===== src/stream_route_cfg.svh =====
/* Stream router configuration
   Widths, counts and queue depth shared by the router blocks */

`ifndef STREAM_ROUTE_CFG_SVH
`define STREAM_ROUTE_CFG_SVH

// --------------------------------------------------
// Data stream
// --------------------------------------------------
// Beat width in bits, keep is one bit per byte
`define SR_DATA_BITS 64

// --------------------------------------------------
// Requests and routing
// --------------------------------------------------
// Peer request sources into the arbiter
`define SR_N_SRCS 3
// Destinations, each with a response and a receive port
`define SR_N_DESTS 4
// Process id carried on tid
`define SR_PID_BITS 6
// Transfer length in bytes
`define SR_LEN_BITS 16

// Entries in the forwarded-descriptor queue
`define SR_QUEUE_DEPTH 4

`endif


===== src/stream_route_pkg.sv =====
/* Stream router types
   Opcodes, descriptor layout and widths derived from the configuration */

`include "stream_route_cfg.svh"

package stream_route_pkg;

  // Bytes per beat and its base-2 log
  localparam int KEEP_BITS     = `SR_DATA_BITS / 8;
  localparam int BEAT_LOG_BITS = $clog2(KEEP_BITS);

  // Destination index, at least one bit
  localparam int DEST_BITS = (`SR_N_DESTS > 1) ? $clog2(`SR_N_DESTS) : 1;

  // Remaining beats minus one, enough for the largest length
  localparam int CNT_BITS = `SR_LEN_BITS - BEAT_LOG_BITS;

  // Only a read response goes to the response ports
  typedef enum logic [1:0] {
    OP_RD_RESP    = 2'd0,
    OP_RECV_SEND  = 2'd1,
    OP_RECV_WRITE = 2'd2
  } opcode_t;

  // Transfer descriptor, opcode in the top bits
  typedef struct packed {
    opcode_t                  opcode;
    logic [DEST_BITS-1:0]     dest;
    logic [`SR_PID_BITS-1:0]  pid;
    logic [`SR_LEN_BITS-1:0]  len;
  } req_t;

endpackage


===== src/axis_demux_user.sv =====
/* User read-data demultiplexer
   Steers a counted burst of the input stream to one response or receive port */

`timescale 1ns/1ps

`include "stream_route_cfg.svh"

module axis_demux_user (
  input  logic                                            aclk,
  input  logic                                            aresetn,

  // Descriptor in from the arbiter
  input  logic                                            arb_valid,
  output logic                                            arb_ready,
  input  stream_route_pkg::req_t                          arb_data,

  // Descriptor out to the queue
  output logic                                            fwd_valid,
  input  logic                                            fwd_ready,
  output stream_route_pkg::req_t                          fwd_data,

  // Shared input stream
  input  logic                                            s_axis_tvalid,
  output logic                                            s_axis_tready,
  input  logic [`SR_DATA_BITS-1:0]                        s_axis_tdata,
  input  logic [stream_route_pkg::KEEP_BITS-1:0]          s_axis_tkeep,
  input  logic                                            s_axis_tlast,

  // Response ports
  output logic [`SR_N_DESTS-1:0]                          m_resp_tvalid,
  input  logic [`SR_N_DESTS-1:0]                          m_resp_tready,
  output logic [`SR_N_DESTS-1:0][`SR_DATA_BITS-1:0]       m_resp_tdata,
  output logic [`SR_N_DESTS-1:0][stream_route_pkg::KEEP_BITS-1:0] m_resp_tkeep,
  output logic [`SR_N_DESTS-1:0]                          m_resp_tlast,
  output logic [`SR_N_DESTS-1:0][`SR_PID_BITS-1:0]        m_resp_tid,

  // Receive ports
  output logic [`SR_N_DESTS-1:0]                          m_recv_tvalid,
  input  logic [`SR_N_DESTS-1:0]                          m_recv_tready,
  output logic [`SR_N_DESTS-1:0][`SR_DATA_BITS-1:0]       m_recv_tdata,
  output logic [`SR_N_DESTS-1:0][stream_route_pkg::KEEP_BITS-1:0] m_recv_tkeep,
  output logic [`SR_N_DESTS-1:0]                          m_recv_tlast,
  output logic [`SR_N_DESTS-1:0][`SR_PID_BITS-1:0]        m_recv_tid
);

  typedef enum logic [1:0] {ST_IDLE, ST_MUX_RESP, ST_MUX_RECV} state_t;

  state_t state_q, state_d;

  // Current transfer, count holds remaining beats minus one
  logic [stream_route_pkg::DEST_BITS-1:0] dest_q, dest_d;
  logic [`SR_PID_BITS-1:0]                pid_q, pid_d;
  logic [stream_route_pkg::CNT_BITS-1:0]  cnt_q, cnt_d;

  logic [`SR_LEN_BITS-1:0] len_m1;
  logic                    beat_fire;
  logic                    tr_done;
  logic                    take;
  logic                    is_resp;

  // --------------------------------------------------
  // Beat steering
  // --------------------------------------------------
  always_comb begin
    for (int i = 0; i < `SR_N_DESTS; i++) begin
      // Payload broadcast, only tvalid is steered
      m_resp_tdata[i] = s_axis_tdata;
      m_resp_tkeep[i] = s_axis_tkeep;
      m_resp_tlast[i] = s_axis_tlast;
      m_resp_tid[i]   = pid_q;
      m_recv_tdata[i] = s_axis_tdata;
      m_recv_tkeep[i] = s_axis_tkeep;
      m_recv_tlast[i] = s_axis_tlast;
      m_recv_tid[i]   = pid_q;

      m_resp_tvalid[i] = (state_q == ST_MUX_RESP) && (dest_q == i) && s_axis_tvalid;
      m_recv_tvalid[i] = (state_q == ST_MUX_RECV) && (dest_q == i) && s_axis_tvalid;
    end

    // Out of range dest leaves the stream stalled
    if (dest_q < `SR_N_DESTS && state_q == ST_MUX_RESP) begin
      s_axis_tready = m_resp_tready[dest_q];
    end else if (dest_q < `SR_N_DESTS && state_q == ST_MUX_RECV) begin
      s_axis_tready = m_recv_tready[dest_q];
    end else begin
      s_axis_tready = 1'b0;
    end
  end

  // --------------------------------------------------
  // Descriptor acceptance
  // --------------------------------------------------
  assign beat_fire = s_axis_tvalid && s_axis_tready;

  // Count alone ends a transfer, tlast is ignored
  assign tr_done = (state_q != ST_IDLE) && (cnt_q == '0) && beat_fire;

  // Next descriptor chains onto the last beat
  assign take = arb_valid && fwd_ready && ((state_q == ST_IDLE) || tr_done);

  assign arb_ready = take;
  assign fwd_valid = take;
  assign fwd_data  = arb_data;

  assign is_resp = (arb_data.opcode == stream_route_pkg::OP_RD_RESP);

  // Bytes minus one, divided by bytes per beat
  assign len_m1 = arb_data.len - 1'b1;

  // Next state and datapath
  always_comb begin
    state_d = state_q;
    dest_d  = dest_q;
    pid_d   = pid_q;
    cnt_d   = cnt_q;

    if (take) begin
      state_d = is_resp ? ST_MUX_RESP : ST_MUX_RECV;
      dest_d  = arb_data.dest;
      pid_d   = arb_data.pid;
      cnt_d   = len_m1[`SR_LEN_BITS-1:stream_route_pkg::BEAT_LOG_BITS];
    end else if (tr_done) begin
      state_d = ST_IDLE;
    end else if (beat_fire) begin
      cnt_d = cnt_q - 1'b1;
    end
  end

  // --------------------------------------------------
  // Registers
  // --------------------------------------------------
  always_ff @(posedge aclk) begin
    if (!aresetn) begin
      state_q <= ST_IDLE;
    end else begin
      state_q <= state_d;
    end
  end

  // Transfer fields, qualified by the state
  always_ff @(posedge aclk) begin
    dest_q <= dest_d;
    pid_q  <= pid_d;
    cnt_q  <= cnt_d;
  end

endmodule


===== src/meta_queue.sv =====
/* Descriptor queue
   Small synchronous FIFO between the demultiplexer and the request output */

`timescale 1ns/1ps

`include "stream_route_cfg.svh"

module meta_queue #(
  parameter int DATA_BITS = 32
) (
  input  logic                 aclk,
  input  logic                 aresetn,

  // Write side
  input  logic                 s_valid,
  output logic                 s_ready,
  input  logic [DATA_BITS-1:0] s_data,

  // Read side
  output logic                 m_valid,
  input  logic                 m_ready,
  output logic [DATA_BITS-1:0] m_data
);

  localparam int DEPTH    = `SR_QUEUE_DEPTH;
  localparam int PTR_BITS = (DEPTH > 1) ? $clog2(DEPTH) : 1;
  localparam int CNT_BITS = $clog2(DEPTH + 1);

  // Descriptor storage
  logic [DATA_BITS-1:0] mem [DEPTH];

  logic [PTR_BITS-1:0] wr_ptr;
  logic [PTR_BITS-1:0] rd_ptr;
  logic [CNT_BITS-1:0] count;

  logic do_wr;
  logic do_rd;

  // Full blocks writes even when a read is pending
  assign s_ready = (count != CNT_BITS'(DEPTH));
  assign m_valid = (count != '0);

  // Output taken from flops through the read mux only
  assign m_data = mem[rd_ptr];

  assign do_wr = s_valid && s_ready;
  assign do_rd = m_valid && m_ready;

  // Payload write
  always_ff @(posedge aclk) begin
    if (do_wr) begin
      mem[wr_ptr] <= s_data;
    end
  end

  // --------------------------------------------------
  // Pointers and fill count
  // --------------------------------------------------
  always_ff @(posedge aclk) begin
    if (!aresetn) begin
      wr_ptr <= '0;
      rd_ptr <= '0;
      count  <= '0;
    end else begin
      // Explicit wrap keeps non power of two depths legal
      if (do_wr) begin
        wr_ptr <= (wr_ptr == PTR_BITS'(DEPTH - 1)) ? '0 : wr_ptr + 1'b1;
      end
      if (do_rd) begin
        rd_ptr <= (rd_ptr == PTR_BITS'(DEPTH - 1)) ? '0 : rd_ptr + 1'b1;
      end
      // Simultaneous read and write leave the count alone
      if (do_wr && !do_rd) begin
        count <= count + 1'b1;
      end else if (do_rd && !do_wr) begin
        count <= count - 1'b1;
      end
    end
  end

endmodule


===== src/req_arbiter.sv =====
/* Round-robin request arbiter
   Grants one peer source at a time onto the shared descriptor path */

`timescale 1ns/1ps

`include "stream_route_cfg.svh"

module req_arbiter (
  input  logic                                      aclk,
  input  logic                                      aresetn,

  // Peer sources
  input  logic [`SR_N_SRCS-1:0]                     src_req_valid,
  output logic [`SR_N_SRCS-1:0]                     src_req_ready,
  input  stream_route_pkg::req_t [`SR_N_SRCS-1:0]   src_req_data,

  // Shared path to the demultiplexer
  output logic                                      arb_valid,
  input  logic                                      arb_ready,
  output stream_route_pkg::req_t                    arb_data
);

  localparam int N_SRCS   = `SR_N_SRCS;
  localparam int SRC_BITS = (N_SRCS > 1) ? $clog2(N_SRCS) : 1;

  // Last accepted source
  logic [SRC_BITS-1:0] last_q;

  // Winner of the current cycle
  logic [SRC_BITS-1:0] win_idx;
  logic                win_found;
  logic [N_SRCS-1:0]   grant;

  // --------------------------------------------------
  // Grant selection
  // --------------------------------------------------
  // Scan starts one past the last winner and wraps,
  // the last winner itself is checked last
  always_comb begin
    int cand;

    win_found = 1'b0;
    win_idx   = last_q;
    grant     = '0;

    for (int i = 1; i <= N_SRCS; i++) begin
      cand = (int'(last_q) + i) % N_SRCS;
      if (!win_found && src_req_valid[cand]) begin
        win_found = 1'b1;
        win_idx   = SRC_BITS'(cand);
      end
    end

    // One-hot grant, empty when nobody asks
    grant[win_idx] = win_found;
  end

  // --------------------------------------------------
  // Shared path
  // --------------------------------------------------
  assign arb_valid = win_found;
  assign arb_data  = src_req_data[win_idx];

  // Only the granted source sees the downstream ready
  assign src_req_ready = grant & {N_SRCS{arb_ready}};

  // --------------------------------------------------
  // Priority pointer
  // --------------------------------------------------
  // Starts on the last source so source 0 wins first,
  // moves only on an accepted grant
  always_ff @(posedge aclk) begin
    if (!aresetn) begin
      last_q <= SRC_BITS'(N_SRCS - 1);
    end else if (arb_valid && arb_ready) begin
      last_q <= win_idx;
    end
  end

endmodule


===== src/stream_route_top.sv =====
/* Stream router top level
   Arbiter, demultiplexer and descriptor queue */

`timescale 1ns/1ps

`include "stream_route_cfg.svh"

module stream_route_top (
  input  logic                                            aclk,
  input  logic                                            aresetn,

  // Request sources
  input  logic [`SR_N_SRCS-1:0]                           src_req_valid,
  output logic [`SR_N_SRCS-1:0]                           src_req_ready,
  input  stream_route_pkg::req_t [`SR_N_SRCS-1:0]         src_req_data,

  // Input data stream
  input  logic                                            s_axis_tvalid,
  output logic                                            s_axis_tready,
  input  logic [`SR_DATA_BITS-1:0]                        s_axis_tdata,
  input  logic [stream_route_pkg::KEEP_BITS-1:0]          s_axis_tkeep,
  input  logic                                            s_axis_tlast,

  // Response ports
  output logic [`SR_N_DESTS-1:0]                          m_resp_tvalid,
  input  logic [`SR_N_DESTS-1:0]                          m_resp_tready,
  output logic [`SR_N_DESTS-1:0][`SR_DATA_BITS-1:0]       m_resp_tdata,
  output logic [`SR_N_DESTS-1:0][stream_route_pkg::KEEP_BITS-1:0] m_resp_tkeep,
  output logic [`SR_N_DESTS-1:0]                          m_resp_tlast,
  output logic [`SR_N_DESTS-1:0][`SR_PID_BITS-1:0]        m_resp_tid,

  // Receive ports
  output logic [`SR_N_DESTS-1:0]                          m_recv_tvalid,
  input  logic [`SR_N_DESTS-1:0]                          m_recv_tready,
  output logic [`SR_N_DESTS-1:0][`SR_DATA_BITS-1:0]       m_recv_tdata,
  output logic [`SR_N_DESTS-1:0][stream_route_pkg::KEEP_BITS-1:0] m_recv_tkeep,
  output logic [`SR_N_DESTS-1:0]                          m_recv_tlast,
  output logic [`SR_N_DESTS-1:0][`SR_PID_BITS-1:0]        m_recv_tid,

  // Forwarded descriptors
  output logic                                            m_req_valid,
  input  logic                                            m_req_ready,
  output stream_route_pkg::req_t                          m_req_data
);

  // Arbiter to demultiplexer
  logic                   arb_valid;
  logic                   arb_ready;
  stream_route_pkg::req_t arb_data;

  // Demultiplexer to queue
  logic                   fwd_valid;
  logic                   fwd_ready;
  stream_route_pkg::req_t fwd_data;

  req_arbiter req_arbiter_inst (.*);

  axis_demux_user axis_demux_user_inst (.*);

  meta_queue #(
    .DATA_BITS($bits(stream_route_pkg::req_t))
  ) meta_queue_inst (
    .aclk    (aclk),
    .aresetn (aresetn),
    .s_valid (fwd_valid),
    .s_ready (fwd_ready),
    .s_data  (fwd_data),
    .m_valid (m_req_valid),
    .m_ready (m_req_ready),
    .m_data  (m_req_data)
  );

endmodule


===== config.mk =====
export PLATFORM = sky130hd
export DESIGN_NAME = stream_route_top
export DESIGN_NICKNAME = d
export VERILOG_FILES = /design/src/stream_route_pkg.sv /design/src/axis_demux_user.sv /design/src/meta_queue.sv /design/src/req_arbiter.sv /design/src/stream_route_top.sv
export VERILOG_INCLUDE_DIRS = /design/src
export SDC_FILE = /design/constraint.sdc
export NUM_CORES = 1
export LEC_CHECK = 0
export BUFFER_PORTS_ARGS = -buffer_cell sky130_fd_sc_hd__buf_2
export CORE_AREA = 8 8 320 322
export DETAILED_ROUTE_END_ITERATION = 10
export DIE_AREA = 0 0 328 330
export HOLD_SLACK_MARGIN = 0.15
export PLACE_DENSITY = 0.41
export SYNTH_ARGS = -nofsm -noshare
export SYNTH_HDL_FRONTEND = slang
export SYNTH_HIERARCHICAL = 1
export SYNTH_SLANG_ARGS = --single-unit

===== constraint.sdc =====
create_clock -name aclk -period 4.95 [get_ports aclk]
set_clock_uncertainty 0.1 [all_clocks]
set_input_delay 0 -clock aclk [delete_from_list [all_inputs] [get_ports aclk]]
set_output_delay 0 -clock aclk [all_outputs]
set_load 0.005 [all_outputs]

==> results_dict.tcl <==
set metrics [dict create \
    dpl.hpwl_um 35500 \
    finalWeightedCongestion 0.750 \
    path_cells "inv_1 -> ha_1 -> nand2_1 -> o22ai_1 -> a21oi_1 -> o22ai_4 -> buf_12 -> mux2i_1 -> o2bb2ai_2 -> nor4_1 -> nand3_1 -> nor3_1 -> xnor2_1 -> mux2i_1" \
    die_h_um 330 \
    setup_viol 0 \
    fp-row-count 115 \
    post_cts_resized 0 \
    dr.first_iter.drc_count 215 \
    via_per_inst 2.81 \
    initial_core_util 0.120 \
    period_needed_ns 4.25 \
    ff2ff_setup_slack_ns 0.70 \
    cts_buffer_depth 2 \
    drive_above_1_share 0.386 \
    power_mw 7.74 \
    crit_top_cell "mux2i_1" \
    postSynthCellCount 1086 \
    synth.yosys.seq_area_share 0.343 \
    ys_ff_latch 138 \
    rr_startpoint "req_arbiter_inst/last_q[0]" \
    cp-start-kind "flip-flop" \
    cp_slowest_cell "o22ai_1" \
    synth.top_cell.area_share 0.422 \
    crit_family "compound AO/OA/AOI/OAI gates" \
    numCtsBuffers 17 \
    fmax_mhz 235 \
    synthesis.nets 1265 \
    min_to "meta_queue_inst/mem[0][1]" \
    pin_count 837 \
    vias 5782 \
    p_sw_frac 0.410 \
    max_stage_delay_ns 0.51 \
    clock_latency_ns 0.44 \
    setup_tns_ns 0 \
    cp-end-kind "flip-flop" \
    worst_slew_pin_slew_ns 0.981 \
    postRouteWirelength_um 43700 \
    grt_use_total 0.0759 \
    dominantRegCellSynth "edfxtp_1" \
    seq_power_share 0.304 \
    arrival_ns 4.33 \
    hold_depth 3 \
    synth.area.top_cells "buf_4, edfxtp_1, mux4_2, mux2i_1, o2bb2ai_2" \
    syn_to_final_growth_pct -4.60 \
    fin_crit_sh 0.858 \
    grt_antenna_before_repair 32 \
    p_leak_nw 3.91 \
    die_w_um 328 \
    yosys_warnings 6 \
    cap_violations 0 \
    grt_pass1_vias 5952 \
    crit_required_ns 5.03 \
    final_core_util 0.115 \
    slew-limit-headroom 0.344 \
    grt_overflow 0 \
    avgRoutedWirePerCell_um 21.3 \
    cts_root_buf "clkbuf_16" \
    peakVddDrop_mv 0.259 \
    remaining_drc_errors 0 \
    synthArstFlopShare 0 \
    hold_class "input port to flip-flop" \
    yosysTopAreaCell "buf_4" \
    hold_viol_final 0 \
    cts_max_level 4 \
    port_buffers 179 \
    synth_area_per_cell_um2 10.8 \
    status "finished, final reports clean" \
    grt_start_max_net_pins 27 \
    min_from "src_req_data[27]" \
    clk_pin_slew_ns 0.07 \
    rsz0062_at_grt "false" \
    yosysUniqueCellTypes 61 \
    synthesis.area_um2 11700 \
    power-per-cell-area_nw_per_um2 693 \
    pwr-share-clk 0.166 \
    power_frac_comb 0.529 \
    grt_pass1_wl_um 56600 \
    reg2reg_depth 14 \
    critPathMaxFanout 17 \
    final_nets 928 \
    antenna_left 0 \
    critical_path_buf_inv_count 2 \
    core_area_um2 97400 \
    first_pass_iters 5 \
    dieArea_um2 108000 \
    cts_tree "built" \
    cts.sinks 138 \
    p_int_mw 4.57 \
    slew_violations 0 \
    power.switching_mw 3.17 \
    path_class "flip-flop to flip-flop" \
    r2r-end "axis_demux_user_inst/cnt_q[11]" \
    synth_edf_count 125 \
]
## worst min-delay path: cells and delay by family
kind	cells	cell delay [ns]
compound gates	1	0.21
buf+inv	1	0.12
mux	1	0.13
## kinds of logic after synthesis
| kind of cell | count (synthesis) | synth area share |
|---|---|---|
| buffers and inverters | 684 | 0.437 |
| DFF | 138 | 0.343 |
| and+or+nand+nor | 101 | 0.0483 |
| xor gates and xnor gates | 23 | 0.0172 |
| AOI/OAI and AO/OA | 52 | 0.0450 |
| adders and majority gates | 13 | 0.0145 |
| muxes | 75 | 0.0945 |
## layer usage
layer  global-route usage  up-vias  share of wire  wire (um)
li1                     -     2350              -          -
met1               0.0916     2884           0.38      16600
met2                0.115      488           0.44      19100
met3               0.0489       42           0.17       7560
met4               0.0121       18         0.0078        340
met5                    0        -         0.0026        112
## layout make-up
cell class | instances | area (um^2)
Inverter | 10 | 37.5
Tap cell | 1287 | 1610
Fill cell | 11100 | 86300
Antenna cell | 9 | 22.5
Timing Repair Buffer | 318 | 2280
Clock buffer | 17 | 425
Clock inverter | 15 | 173
Multi-Input combinational cell | 264 | 2600
Sequential cell | 138 | 4020
## metrics by stage
| step | instances | setup slack, ns | cell area [um^2] | hold WS (ns) |
|---|---|---|---|---|
| floorplan | 1086 | 1.43 | 11700 | -0.0192 |
| global placement | 1891 | 0.669 | 9270 | -0.0998 |
| detailed placement | 1891 | 0.632 | 9270 | -0.0998 |
| CTS | 2049 | 0.623 | 11100 | 0.161 |
| global route | 2049 | 0.252 | 11100 | 0.177 |
| finish | 2058 | 0.701 | 11200 | 0.168 |
## how the worst max path moves through the flow
stage / from / to / slack [ns] / depth (start not counted)
6_report: req_arbiter_inst/last_q[0] / axis_demux_user_inst/cnt_q[11] / 0.70 / 14
4_1_cts: req_arbiter_inst/last_q[0] / axis_demux_user_inst/cnt_q[12] / 0.62 / 14
3_5_place_dp: req_arbiter_inst/last_q[0] / axis_demux_user_inst/cnt_q[12] / 0.63 / 14
2_1_floorplan: req_arbiter_inst/last_q[0] / axis_demux_user_inst/cnt_q[12] / 1.43 / 16
3_3_place_gp: req_arbiter_inst/last_q[0] / axis_demux_user_inst/cnt_q[12] / 0.67 / 14
5_1_grt: req_arbiter_inst/last_q[0] / axis_demux_user_inst/cnt_q[12] / 0.25 / 14
## registers in the layout (all words and copies together), names as in the netlist, named ones only
register,flops
req_arbiter_inst/last_q,2
meta_queue_inst/mem,104
meta_queue_inst/count,3
axis_demux_user_inst/cnt_q,13
axis_demux_user_inst/dest_q,2
axis_demux_user_inst/pid_q,6
meta_queue_inst/wr_ptr,2
meta_queue_inst/rd_ptr,2
axis_demux_user_inst/state_q,2
## cell usage in the layout (no fill, tap or decap), types with 15 or more instances in the layout
| master | count |
|---|---|
| mux2i_1 | 45 |
| buf_2 | 179 |
| mux4_2 | 28 |
| nor2_1 | 20 |
| xnor2_1 | 15 |
| edfxtp_1 | 125 |
| o2bb2ai_2 | 20 |
| nand2_1 | 23 |
| dlygate4sd3_1 | 125 |
| clkbuf_16 | 17 |
## synth_stat cells (2+ instances only)
| library cell | instances |
|---|---|
| xor2_1 | 8 |
| nand2b_1 | 6 |
| nor3_1 | 7 |
| o22ai_1 | 4 |
| o2bb2ai_1 | 7 |
| ha_1 | 12 |
| inv_1 | 9 |
| nor4_2 | 2 |
| nand3b_1 | 3 |
| a21o_1 | 2 |
| nor2_1 | 20 |
| mux4_2 | 28 |
| buf_6 | 4 |
| or3_2 | 2 |
| and3_1 | 2 |
| dfxtp_1 | 13 |
| o21ai_0 | 6 |
| nand3_1 | 3 |
| and3_2 | 4 |
| buf_2 | 3 |
| o31ai_1 | 2 |
| nor4_1 | 7 |
| buf_12 | 2 |
| o2bb2ai_2 | 20 |
| buf_4 | 658 |
| edfxtp_1 | 125 |
| nor2b_1 | 4 |
| a21oi_1 | 3 |
| and3b_1 | 2 |
| nand2_1 | 23 |
| mux2i_1 | 45 |
| clkbuf_1 | 4 |
| xnor2_1 | 15 |
| or4_1 | 4 |
## power by group through the flow
stage          clock [mW]  sequential, mW  combinational, mW
2_1_floorplan           0            2.30               3.27
3_3_place_gp            0            2.36               3.61
3_5_place_dp            0            2.39               3.66
4_1_cts              1.33            2.36               4.24
5_1_grt              1.37            2.41               4.51
6_report             1.29            2.36               4.10
## repair_timing
item / 4_1_cts / 5_1_grt
hold buffers: 126 / 0
setup buffers: 0 / 0
hold endpoints to repair: 715 / 0
No activity file was read; power rests on OpenSTA's default activity.
